## src/icache_geom_pkg.sv

```systemverilog
package icache_geom_pkg;

  // 8 KB direct mapped, 128 lines of 64 bytes
  // fetch address = {tag, index, offset}
  localparam int TAG_W          = 19;
  localparam int INDEX_W        = 7;
  localparam int OFFSET_W       = 6;

  // 32-bit words per line
  localparam int WORDS_PER_LINE = 16;

  // full fetch or memory address
  typedef logic [31:0] addr_t;

  // one instruction word
  typedef logic [31:0] word_t;

  // address fields
  typedef logic [TAG_W-1:0]    tag_t;
  typedef logic [INDEX_W-1:0]  index_t;
  typedef logic [OFFSET_W-1:0] offset_t;

  // word number inside a line, offset bits [5:2]
  typedef logic [$clog2(WORDS_PER_LINE)-1:0] word_sel_t;

endpackage

```

## src/icache_tag_store.sv

```systemverilog
`timescale 1ns/1ns

module icache_tag_store
  import icache_geom_pkg::*;
(
  input  logic   clk,
  input  logic   rst,
  input  tag_t   tag_i,
  input  index_t index_i,
  input  logic   we_i,
  output logic   hit_o
);

  localparam int LINES = 1 << INDEX_W;

  // one tag and one valid bit per line
  tag_t             tags [LINES];
  logic [LINES-1:0] valid_q;

  logic             tag_match;

  // combinational compare against the addressed line
  assign tag_match = tags[index_i] == tag_i;
  assign hit_o     = valid_q[index_i] && tag_match;

  // valid bits are control state
  always_ff @(posedge clk) begin
    if (rst) begin
      valid_q <= '0;
    end else if (we_i) begin
      valid_q[index_i] <= 1'b1;
    end
  end

  // tag array
  always_ff @(posedge clk) begin
    if (we_i) begin
      tags[index_i] <= tag_i;
    end
  end

endmodule

```

## config.mk

```make
export PLATFORM = sky130hd
export DESIGN_NAME = icache_tag_store
export DESIGN_NICKNAME = d
export VERILOG_FILES = /design/src/icache_geom_pkg.sv /design/src/icache_tag_store.sv
export SDC_FILE = /design/constraint.sdc
export NUM_CORES = 2
export LEC_CHECK = 0
export BUFFER_PORTS_ARGS = -buffer_cell sky130_fd_sc_hd__buf_2
export CORE_ASPECT_RATIO = 0.9
export CORE_MARGIN = 10
export CORE_UTILIZATION = 40
export CTS_CLUSTER_DIAMETER = 30
export DETAILED_ROUTE_END_ITERATION = 16
export PLACE_DENSITY = 0.57
export SLEW_MARGIN = 20
export SYNTH_ARGS = -nofsm -noshare
export SYNTH_HDL_FRONTEND = slang
export SYNTH_SLANG_ARGS = --single-unit
```

## constraint.sdc

```tcl
create_clock -name clk -period 3.5 [get_ports clk]
set_clock_uncertainty 0.1 [all_clocks]
set_input_delay 0.525 -clock clk [delete_from_list [all_inputs] [get_ports clk]]
set_output_delay 0.525 -clock clk [all_outputs]
set_load 0.1 [all_outputs]
```

After elaboration in Yosys (flattened, before gate mapping):

Memory sizes are Yosys's and may differ from the RTL's.
Index checks and enable logic that the tools add are counted.
W data, S select, Z words.

* bits in registers: 128
* bits in writable memories: 2432
* input bits: 29
* output and inout port bits: 1
* logic and storage cells: 14
* memories: 1

Memories
* tags: depth 128, bits a word 19, read ports 1, clocked after Yosys merged registers in 0, write ports 1, line icache_tag_store.sv:17 `tag_t tags [LINES];`

* $lt $le $gt $ge: 2
* equality and inequality tests: 1
* multiplexer cells: 6
* bitwise logic cells: 1
* reductions and logical operators: 2

Operators by type and width (count)
* $or A128 B128 Y128: 1
* $eq A19 B19 Y1: 1
* $lt A7 B8 Y1 const B: 1
* $bmux W1 S7: 1
* $demux W1 S7: 1
* $ge A7 B1 Y1 const B: 1
* $mux W1: 4
* $logic_and A1 B1 Y1: 2

Longest topological paths before layout:

* depth after elaboration: 5
* gate-level depth with buffers: 16
* gate-level depth less buffers: 10

Worst setup path before layout:

Ideal clock, no wire load.

* kind: input to output
* from: input index_i[0]
* to: output hit_o
* arrival: 4.586 ns
* data required time: 2.875 ns
* setup slack: -1.711 ns
* stages: 13
* path buffers: 4
* cells stage by stage: buf_6 -> buf_6 -> nor3b_1 -> clkbuf_1 -> buf_2 -> a22oi_1 -> nand2_1 -> o21ai_0 -> o311ai_0 -> xor2_1 -> a2111oi_2 -> nand4_1 -> nor4b_2

* longest elaborated chain between the ends: 3

Ends and longest elaborated chain
* start: declaration: line icache_tag_store.sv:9 `input index_t index_i,`
* $mem_v2 Z128 W19 / $bmux W1 S7 (equally long branches)
* $eq A19 B19 Y1 / $mux W1 (equally long branches): line icache_tag_store.sv:23, icache_tag_store.sv:24
* $logic_and A1 B1 Y1 *: line icache_tag_store.sv:24 `assign hit_o = valid_q[index_i] && tag_match;`
* end: declaration: line icache_tag_store.sv:11 `output logic hit_o`

Mark *: on every way between the ends. The rest lies on a longest branch, timed or not. The select of a mux whose other input is x is not followed.

Worst setup path in the final report:

Same ends and word-level chain as after synthesis.

==> results.json <==
{
  "row_count": 173,
  "wire_per_inst_um": 33.2,
  "htree_levels": 5,
  "grt_pass1_wl_um": 477000,
  "synth_cell_type_count": 86,
  "grt_max_degree": 129,
  "hold_path.class": "in -> reg",
  "synth_seq_cells": 2560,
  "slew_headroom": 0.241,
  "grt_use_total": 0.247,
  "setup_ws_ns": -1.65,
  "path_max_fanout": 13,
  "cts_tree": "built",
  "vdd_drop_max_mv": 0.478,
  "clock.fmax_ghz": 0.194,
  "synth_most_common_cell": "edfxtp_1",
  "maxCapViolCount": 0,
  "yosysTopAreaCellShare": 0.735,
  "dr.first_iter.drc_count": 8880,
  "clk_latency_ns": 0.91,
  "syn_inst": 5539,
  "total_power_uw": 83100,
  "synth.top_cells.by_area": "edfxtp_1, mux4_2, mux2i_1, dfxtp_1, nor2_1",
  "status": "complete, but fails checks",
  "endpoint_kind": "output pin",
  "synth_edf_count": 2432,
  "antenna_found_initial": 24,
  "cts.sinks": 2560,
  "synthToLayoutAreaGrowth_pct": 29.5,
  "cp_data_required_time_ns": 2.87,
  "powerDensity_nw_per_um2": 646,
  "place_area_um2": 112000,
  "start_util": 0.402,
  "violations": "setup timing",
  "synth.yosys.warnings": 0,
  "synth_nets": 5568,
  "portBuffers": 29,
  "dr.pass1.iters": 7,
  "final_nets": 6702,
  "grt_pass1_vias": 59700,
  "synth_top_cell_by_area": "edfxtp_1",
  "netlist_area_um2": 99400,
  "die_h_um": 493,
  "clk_pin_slew_ns": 0.05,
  "synth_async_sr_flop_share": 0,
  "drc_errors": 0,
  "core_um2": 247000,
  "hold_viol": 0,
  "synth_ff_type": "edfxtp_1",
  "drv_slew": 0,
  "rsz0062_at_grt": "yes",
  "ys_seq_area_frac": 0.761,
  "critPathLaunchType": "primary input",
  "ant_nets": 0,
  "finalCriticalPeriod_ns": 5.15,
  "drive_above_1_share": 0.334,
  "leakage_uw": 0.0440,
  "viasPerCell": 5.92,
  "root_buffer": "clkbuf_16",
  "synth_top_cells_by_count": "edfxtp_1, nor2_1, mux2i_1, mux4_2, a21oi_1",
  "gp_congestion": 0.926,
  "worstPathArrival_ns": 4.53,
  "cts_buffers": 457,
  "dp_hpwl_um": 219000,
  "ios": 30,
  "die_area_um2": 269000,
  "criticalPathCategory": "in -> out",
  "grt_overflow": 0,
  "post-route-period-util": 1.47,
  "worst_slew_pin_slew_ns": 1.14,
  "dieWidth_um": 545,
  "cts_buffer_depth": 4,
  "vias": 61600,
  "design_area_um2": 129000,
  "syn_avg_cell_area_um2": 17.9,
  "setup_violations": 1,
  "wl_um": 345000
}
-- worst max-delay path: stages --
cell      delay [ns]
buf_16          0.15
buf_16          0.21
buf_4           0.17
buf_12          0.14
buf_4           0.16
mux2i_1         0.16
a211oi_2        0.36
nor2_1          0.15
o21ai_0         0.21
buf_4           0.18
o211ai_1        0.10
o21ai_0         0.24
buf_4           0.19
nand3_1         0.09
xnor2_1         0.14
nor4_2          0.34
nor4b_4         0.53
buf_4           0.22
buf_12          0.17
-- per-layer routing --
| layer | vias up | GRT usage | wire (um) |
|---|---|---|---|
| met5 | - | 0 | 45 |
| met4 | 6 | 0.103 | 15300 |
| met3 | 697 | 0.0716 | 40900 |
| met2 | 3854 | 0.362 | 151000 |
| met1 | 32000 | 0.346 | 138000 |
| li1 | 25000 | - | - |
-- state kept, by name, summed over array words and instances, names as in the netlist --
register  count
tags       2432
valid_q     128
-- logic make-up after synthesis --
| logic type | Yosys count | synth area share |
|---|---|---|
| flip-flops | 2560 | 0.761 |
| AO/OA/AOI/OAI | 1048 | 0.0750 |
| XOR/XNOR | 18 | 0.00159 |
| multiplexers | 754 | 0.107 |
| buffers and inverters | 371 | 0.0217 |
| AND/OR/NAND/NOR | 788 | 0.0336 |
-- report_power, final --
group / internal (uW) / switching (uW)
sequential: 33700 / 28.3
combinational: 1730 / 3120
clock: 28900 / 15600
-- metrics by stage --
stage	setup WS [ns]	setup TNS (ns)	std cells	util	hold slack (ns)
after floorplan	-0.915	-19.38	5539	-	0.335
after CTS	-1.64	-1.64	10400	0.519	0.127
after global routing	-1.66	-1.66	10400	0.521	0.158
final	-1.65	-1.65	10400	0.521	0.159
after global placement	-2.10	-2.10	9520	0.454	0.344
after detailed placement	-2.14	-2.14	9520	0.454	0.353
-- repair_timing --
| item | 4_1_cts | 5_1_grt |
|---|---|---|
| setup endpoints to repair | 1 | 1 |
| hold buffers | 6 | 0 |
| gates resized for setup | 48 | 69 |
| buffers inserted | 5 | 7 |
| endpoints found under the hold margin | 58 | 0 |
| pin swaps | 12 | 17 |
| cloned | 0 | 2 |
-- layout by cell type, fill, tap and decap left out, types with 13 or more instances in the layout --
| master | instances |
|---|---|
| clkbuf_16 | 462 |
| nand2_1 | 124 |
| nor2_1 | 378 |
| o21ai_0 | 138 |
| a21oi_1 | 223 |
| a211oi_1 | 45 |
| a22o_1 | 43 |
| clkinv_1 | 39 |
| a221o_1 | 47 |
| a22oi_1 | 85 |
| a31oi_1 | 15 |
| mux4_2 | 233 |
| o2bb2ai_1 | 33 |
| a221oi_1 | 117 |
| o211ai_1 | 37 |
| nand4_1 | 14 |
| clkinv_2 | 80 |
| clkinv_4 | 36 |
| clkbuf_8 | 20 |
| clkbuf_1 | 71 |
| dfxtp_1 | 128 |
| buf_12 | 204 |
| mux2i_1 | 401 |
| mux2_2 | 112 |
| clkinvlp_4 | 48 |
| nor3_1 | 20 |
| nand3_1 | 37 |
| bufinv_16 | 58 |
| o221ai_1 | 72 |
| edfxtp_1 | 2432 |
| inv_6 | 26 |
| o21ai_1 | 13 |
| nor2_2 | 125 |
| buf_4 | 800 |
| o22ai_1 | 41 |
-- worst paths after layout --
kind | from | end | slack [ns] | cells past startpoint
worst max-delay path | index_i[0] | hit_o | -1.65 | 19
worst min-delay path | tag_i[14] | tags[12][14]$_DFFE_PP_ | 0.16 | 2
worst max register to register | valid_q[6]$_SDFFE_PP0P_ | valid_q[6]$_SDFFE_PP0P_ | 2.69 | 3
worst min register to register | valid_q[37]$_SDFFE_PP0P_ | valid_q[37]$_SDFFE_PP0P_ | 0.36 | 2
-- cell type report --
type	count	area, um^2
fillers	19600	118000
well taps	3325	4160
clock buffers	551	12100
diodes	8	20.0
clock inverters	305	3680
repair buffers	1036	10600
flip-flops and latches	2560	75600
inverters	10	47.5
multi-input cells	2608	22600
Note: power is estimated with default switching activity, not from simulation.
