[src/icache_geom_pkg.sv]
package icache_geom_pkg;

  // 8 KB direct mapped, 128 lines of 64 bytes
  // fetch address = {tag, index, offset}
  localparam int TAG_W          = 19;
  localparam int INDEX_W        = 7;
  localparam int OFFSET_W       = 6;

  // 32-bit words per line
  localparam int WORDS_PER_LINE = 16;

  // full fetch or memory address
  typedef logic [31:0] addr_t;

  // one instruction word
  typedef logic [31:0] word_t;

  // address fields
  typedef logic [TAG_W-1:0]    tag_t;
  typedef logic [INDEX_W-1:0]  index_t;
  typedef logic [OFFSET_W-1:0] offset_t;

  // word number inside a line, offset bits [5:2]
  typedef logic [$clog2(WORDS_PER_LINE)-1:0] word_sel_t;

endpackage

[src/icache_mem_pkg.sv]
package icache_mem_pkg;

  // burst length field, beats minus one
  typedef logic [7:0] beat_len_t;

  // full line refill is 16 beats
  localparam beat_len_t REFILL_LEN   = 8'd15;

  // uncached read is a single beat
  localparam beat_len_t UNCACHED_LEN = 8'd0;

  // counts refill beats 0..15
  typedef logic [3:0] beat_cnt_t;

  // controller states
  typedef enum logic [2:0] {
    ST_RESET,
    ST_IDLE,
    ST_LOOKUP,
    ST_REFILL,
    ST_UNCACHED
  } ctrl_state_t;

endpackage

[src/icache_ctrl.sv]
`timescale 1ns/1ns

module icache_ctrl
  import icache_geom_pkg::*;
  import icache_mem_pkg::*;
#(
  parameter addr_t UNCACHED_BASE = 32'h1000_0000,
  parameter addr_t UNCACHED_MASK = 32'hf000_0000
) (
  input  logic      clk,
  input  logic      rst,
  input  logic      fetch_valid_i,
  input  addr_t     fetch_addr_i,
  input  logic      hit_i,
  input  word_t     rd_word_i,
  input  logic      mem_rvalid_i,
  input  word_t     mem_rdata_i,
  output logic      fetch_rvalid_o,
  output word_t     fetch_rdata_o,
  output tag_t      tag_o,
  output index_t    index_o,
  output logic      tag_we_o,
  output index_t    rd_index_o,
  output word_sel_t rd_sel_o,
  output logic      fill_we_o,
  output beat_cnt_t fill_beat_o,
  output logic      mem_req_o,
  output addr_t     mem_addr_o,
  output beat_len_t mem_len_o
);

  ctrl_state_t state_q;

  // fetch address captured on acceptance
  tag_t      tag_q;
  index_t    index_q;
  offset_t   offset_q;

  // memory request registers
  logic      mem_req_q;
  addr_t     mem_addr_q;
  beat_len_t mem_len_q;
  beat_cnt_t beat_q;

  logic      tag_we_q;
  word_t     unc_word_q;
  logic      unc_done_q;

  logic      accept;
  logic      beat;
  logic      in_region;
  logic      lookup_hit;
  addr_t     addr_q;

  assign addr_q = {tag_q, index_q, offset_q};

  // new request only when idle and no data strobe pending
  assign accept = (state_q == ST_IDLE) && fetch_valid_i && !fetch_rvalid_o;

  // one beat per edge with req and rvalid both high
  assign beat = mem_req_q && mem_rvalid_i;

  // uncached region check on the captured address
  assign in_region = (addr_q & UNCACHED_MASK) == UNCACHED_BASE;

  assign lookup_hit = (state_q == ST_LOOKUP) && hit_i && !in_region;

  // hit data in the lookup cycle, uncached data the cycle after its beat
  assign fetch_rvalid_o = lookup_hit || unc_done_q;
  assign fetch_rdata_o  = unc_done_q ? unc_word_q : rd_word_i;

  assign tag_o    = tag_q;
  assign index_o  = index_q;
  assign tag_we_o = tag_we_q;

  // read address comes from the bus while idle so the word is ready in lookup
  always_comb begin
    if (state_q == ST_IDLE) begin
      rd_index_o = fetch_addr_i[OFFSET_W +: INDEX_W];
      rd_sel_o   = fetch_addr_i[2 +: $bits(word_sel_t)];
    end else begin
      rd_index_o = index_q;
      rd_sel_o   = offset_q[2 +: $bits(word_sel_t)];
    end
  end

  assign fill_we_o   = beat && (state_q == ST_REFILL);
  assign fill_beat_o = beat_q;

  assign mem_req_o  = mem_req_q;
  assign mem_addr_o = mem_addr_q;
  assign mem_len_o  = mem_len_q;

  always_ff @(posedge clk) begin
    if (rst) begin
      state_q    <= ST_RESET;
      mem_req_q  <= 1'b0;
      mem_addr_q <= '0;
      mem_len_q  <= '0;
      beat_q     <= '0;
      tag_we_q   <= 1'b0;
      unc_done_q <= 1'b0;
    end else begin
      // single cycle strobes
      tag_we_q   <= 1'b0;
      unc_done_q <= 1'b0;
      case (state_q)
        ST_RESET: begin
          state_q <= ST_IDLE;
        end
        ST_IDLE: begin
          if (accept) begin
            state_q <= ST_LOOKUP;
          end
        end
        ST_LOOKUP: begin
          if (in_region) begin
            // exact word, single beat
            state_q    <= ST_UNCACHED;
            mem_req_q  <= 1'b1;
            mem_addr_q <= addr_q;
            mem_len_q  <= UNCACHED_LEN;
          end else if (hit_i) begin
            state_q <= ST_IDLE;
          end else begin
            // line aligned burst of the whole line
            state_q    <= ST_REFILL;
            mem_req_q  <= 1'b1;
            mem_addr_q <= {tag_q, index_q, {OFFSET_W{1'b0}}};
            mem_len_q  <= REFILL_LEN;
            beat_q     <= '0;
          end
        end
        ST_REFILL: begin
          if (beat) begin
            if (beat_q == beat_cnt_t'(REFILL_LEN)) begin
              // last beat, tag goes valid next edge
              state_q   <= ST_IDLE;
              mem_req_q <= 1'b0;
              tag_we_q  <= 1'b1;
            end else begin
              beat_q <= beat_q + beat_cnt_t'(1);
            end
          end
        end
        ST_UNCACHED: begin
          if (beat) begin
            state_q    <= ST_IDLE;
            mem_req_q  <= 1'b0;
            unc_done_q <= 1'b1;
          end
        end
        default: begin
          state_q <= ST_IDLE;
        end
      endcase
    end
  end

  // payload regs
  always_ff @(posedge clk) begin
    if (accept) begin
      {tag_q, index_q, offset_q} <= fetch_addr_i;
    end
    if (beat && (state_q == ST_UNCACHED)) begin
      unc_word_q <= mem_rdata_i;
    end
  end

endmodule

[config.mk]
export PLATFORM = sky130hd
export DESIGN_NAME = icache_ctrl
export DESIGN_NICKNAME = d
export VERILOG_FILES = /design/src/icache_geom_pkg.sv /design/src/icache_mem_pkg.sv /design/src/icache_ctrl.sv
export SDC_FILE = /design/constraint.sdc
export NUM_CORES = 1
export LEC_CHECK = 0
export BUFFER_PORTS_ARGS = -buffer_cell sky130_fd_sc_hd__buf_4
export CAP_MARGIN = 5
export CORE_UTILIZATION = 30
export CTS_BUF_LIST = sky130_fd_sc_hd__clkbuf_16
export DETAILED_ROUTE_END_ITERATION = 6
export PLACE_DENSITY = 0.63
export SYNTH_ARGS = -nofsm -noshare
export SYNTH_HDL_FRONTEND = slang
export SYNTH_SLANG_ARGS = --single-unit
[constraint.sdc]
create_clock -name clk -period 4.15 [get_ports clk]
set_input_delay 0.83 -clock clk [delete_from_list [all_inputs] [get_ports clk]]
set_output_delay 0.83 -clock clk [all_outputs]
set_load 0.02 [all_outputs]
# Yosys cells after proc, flatten, opt, wreduce, memory -nomap -nowiden
# Cells that the tools add are included.
# op_classes
n_addsub,1
eq_ne,15
n_mux,27
bitwise,3
n_reduce_logical,18
# op_table
operator,count
$mux W32,3
$mux W4,5
$mux W8,2
$mux W3,5
$ne A2 B2 Y1 const B,6
$pmux W3 S4,1
$reduce_and A5 Y1,2
$pmux W4 S2,1
$logic_and A1 B1 Y1,7
$mux W1,7
$mux W7,1
$eq A3 B2 Y1 const B,2
$add A4 B1 Y4 const B,1
$eq A4 B1 Y1 const B,1
$eq A4 B4 Y1 const B,1
$ne A2 B1 Y1 const B,2
$reduce_and A4 Y1,1
$eq A3 B1 Y1 const B,1
$eq A3 B3 Y1 const B,1
$ne A3 B3 Y1 const B,1
$not A1 Y1,3
$pmux W1 S3,1
$reduce_bool A3 Y1,1
$reduce_or A3 Y1,1
other kinds (6),7
# word_totals
ff_bits,114
inputBits,101
out_inout_bits,117
word_cells,75

# Logic depth before layout (Yosys ltp)
# logic_depth
ltp_word,8
depth_mapped,7

# Worst setup path before layout
# No wires, ideal clock.
# synth_timing
path_kind,input-to-reg
from,input port fetch_valid_i
to,register index_q[0] (netlist: index_o[0]) (enable)
setup_ns,0.461
arrival_time_ns,3.110
t_required_ns,3.689
setup_slack_ns,0.579
path_stages,2
path_buffers,0
path_cell_list,nand2b_1 nor3_1
# synth_between
elab_chain_len,2
# synth_lines
element,line,source
start: declaration,icache_ctrl.sv:12,"input logic fetch_valid_i,"
$logic_and A1 B1 Y1 (2 in series),icache_ctrl.sv:58,assign accept = (state_q == ST_IDLE) && fetch_valid_i && !fetch_rvalid_o;
via accept,icache_ctrl.sv:49,logic accept;
end signal: assignment,icache_ctrl.sv:163,"{tag_q, index_q, offset_q} <= fetch_addr_i;"
end: declaration,icache_ctrl.sv:36,index_t index_q;
# The timed path passes the listed nets, and every way through them passes these cells.
# A chain may end at the register's enable or synchronous reset.

# Worst setup path in the final report
# layout_timing
from,register state_q[0]
to,output port rd_sel_o[3]
# layout_between
elab_chain_len,2
# layout_lines
element,line,source
start: declaration,icache_ctrl.sv:32,ctrl_state_t state_q;
start signal: assignment,icache_ctrl.sv:96,state_q <= ST_RESET;
start signal: assignment,icache_ctrl.sv:109,state_q <= ST_IDLE;
start signal: assignment,icache_ctrl.sv:113,state_q <= ST_LOOKUP;
$eq A3 B1 Y1,icache_ctrl.sv:78,if (state_q == ST_IDLE) begin
$mux W4,icache_ctrl.sv:78,
end: declaration,icache_ctrl.sv:24,"output word_sel_t rd_sel_o,"
# No other way between the ends.

==> metrics.cfg <==
[power]
vdd_drop_max_mv=0.186
switching_share=0.263
pwr-share-comb=0.175
p_seq_frac=0.500
clock_power_share=0.325
p_per_area_nw_per_um2=386
p_int_w=0.00178
leakagePower_nw=2.48
power.switching_w=0.000634

[yosys]
synth_top_area_cell=edfxtp_1
synth_edf_count=64
syn_inst=330
netlist_area_um2=4270
yosys_warnings=0
synth.distinct_cells=43
yosysMostFrequentCell=edfxtp_1
synth_commonest_cells=edfxtp_1 (64), nand2_1 (55), dfxtp_1 (43), mux2_2 (43), a21oi_1 (20)
synthFlopType=edfxtp_1
synth-seq-cells=107
async_flop_share=0
yosysSeqAreaShare=0.651
synth_top_cell_area_share=0.450
syn_area_per_cell_um2=12.9
ys_top_cells_by_area=edfxtp_1 (45%), dfxtp_1 (20%), mux2_2 (11%)

[worst_hold_path]
hp-start=mem_addr_o[24]$_SDFFE_PP0P_
hold_end=mem_addr_o[24]$_SDFFE_PP0P_
hold_depth=2
hp-class=reg -> reg

[global_routing]
grt_pass1_vias=3279
grt_overflow=0
grt_usage=0.148
antenna_found_initial=0
grt_pass1_wl_um=16400
grt_max_degree=44

[outcome]
status=completed

[clocking]
clkTransAtPathRegs_ns=0.07
cts_buffer_depth=2
cts-buffers-inserted=9
h-tree-depth=3
clk_latency_ns=0.34
ctsHoldBuffers=0
tritoncts=done
ctsResizeCount=0
clkSinkCount=107
clockRootBuffer=clkbuf_16
post-cts-setup-buffer-count=0

[cells_and_area]
fin_area_um2=6250
n_antenna_cell=0
drive_gt1_frac=0.534
area.growth.synth_to_final_pct=46.3
nets=638

[floorplan]
fp.dieH_um=121
core_um2=13900
initial_core_util=0.308
dieArea_um2=14700
dieWidth_um=121
num_rows=43
ioPinCount=218

[routing]
route.detailed.drc=0
post_drt_wl_per_cell_um=15.5
drt-initial-drc-count=144
vias=3385
first_pass_iters=4
vias_per_cell=4.69
routed_wl_um=11200
ant_nets=0

[sta]
tightestPinTransition_ns=1.02
slew_headroom=0.318
setup_viol=0
final_hold_viol_count=0
fmax_mhz=316
drv_slew=0
period_minus_slack_ns=3.17
fin_worst_skew_ns=0.00833
period_share=0.763
finalSetupTns_ns=0
rsz0062_at_grt=false

[placed_design]
numPortBuffers=213
globalplace.congestion=0.748
placed_area_um2=5980
place_hpwl_um=8260

[setup_path]
crit_fanout=12
regToRegSetupSlack_ns=1.92
r2r_start=tag_o[18]$_DFFE_PP_
crit_start=state_q[0]$_SDFFE_PP0P_
timing.rr.end=mem_addr_o[11]$_SDFFE_PP0P_
worst_setup_path_end_kind=output pin
cp-start-kind=register
cp_data_required_time_ns=3.32
path_class=reg -> out
cp.arrival_ns=2.34
rr_worst_depth=4

[job]
drv_cap=0

-- cells by family (layout without fill, tap and decap cells) --
kind of cell	count (synthesis)	in the layout	share of synthesized area
flip-flops	107	107	0.651
AND/OR/NAND/NOR	95	95	0.101
AO/OA/AOI/OAI	56	56	0.0922
multiplexers	43	43	0.113
buffers and inverters	27	235	0.0387
adder cells (fa/ha/maj)	1	1	0.00293
other	1	4	0.000878
-- worst max-delay path, cell delays in order, from the launching register on --
cell	delay (ns)
dfxtp_1	0.46
nand2b_1	0.16
nor2_1	0.79
mux2_2	0.42
buf_4	0.16
-- layout make-up --
cell class / count / area, µm²
Timing Repair Buffer: 216 / 1620
Sequential cell: 107 / 2780
Inverter: 3 / 11.3
Tap cell: 180 / 225
Multi-Input combinational cell: 199 / 1340
Clock buffer: 9 / 225
Fill cell: 1312 / 7630
Clock inverter: 7 / 41.3
-- flip-flops by register name, summed over array words and instances, names as in the netlist --
signal and count:
mem_req_o 1, tag_we_o 1, state_q 3, unc_word_q 32, fill_beat_o 4, unc_done_q 1, index_o 7, tag_o 19
mem_len_o 1, offset_q 6, mem_addr_o 32
-- per-stage QoR --
stage	utilization	total power (W)	worst slack, ns	hold slack (ns)	std cells
floorplan	-	0.00145	0.579	0.459	333
global placement	0.431	0.00165	1.43	0.444	705
detailed placement	0.431	0.00165	1.33	0.450	705
CTS	0.450	0.00244	0.940	0.460	721
global route	0.450	0.00251	0.832	0.483	721
finish	0.450	0.00241	0.982	0.459	721
-- how the worst max path moves through the flow --
stage               depth (start not counted)                    to  slack, ns
floorplan                                   2  index_o[0]$_DFFE_PP_       0.58
global placement                            4         rd_index_o[5]       1.43
detailed placement                          4           rd_sel_o[3]       1.33
CTS                                         4           rd_sel_o[3]       0.94
global route                                4         rd_index_o[5]       0.83
finish                                      4           rd_sel_o[3]       0.98
-- cells in the final DEF, fill, tap and decap left out, types with 4 or more instances in the layout --
cell type | netlist | final
dfxtp_1 | 43 | 43
clkbuf_16 | 0 | 9
mux2_2 | 43 | 43
edfxtp_1 | 64 | 64
a21oi_1 | 20 | 20
o21ai_0 | 4 | 4
nor2_1 | 16 | 15
conb_1 | 1 | 4
a22oi_1 | 7 | 7
buf_4 | 8 | 216
nand2_1 | 55 | 55
a21oi_2 | 10 | 10
nand2b_1 | 7 | 7
-- power by group through the flow --
| stage | Combinational, W | Sequential (W) | Clock (W) |
|---|---|---|---|
| 3_3_place_gp | 0.000421 | 0.00123 | 0 |
| 4_1_cts | 0.000427 | 0.00121 | 0.000808 |
| 3_5_place_dp | 0.000426 | 0.00123 | 0 |
| 5_1_grt | 0.000449 | 0.00121 | 0.000848 |
| 2_1_floorplan | 0.000192 | 0.00126 | 0 |
| 6_report | 0.000422 | 0.00121 | 0.000785 |
-- per-layer routing --
layer | global-route usage | share of wire | wire length (µm)
met1 | 0.161 | 0.39 | 4330
met2 | 0.256 | 0.48 | 5360
met3 | 0.0569 | 0.12 | 1340
met4 | 0.0579 | 0.014 | 154
met5 | 0 | 0 | 0
Note: power is estimated with default switching activity, not from simulation.
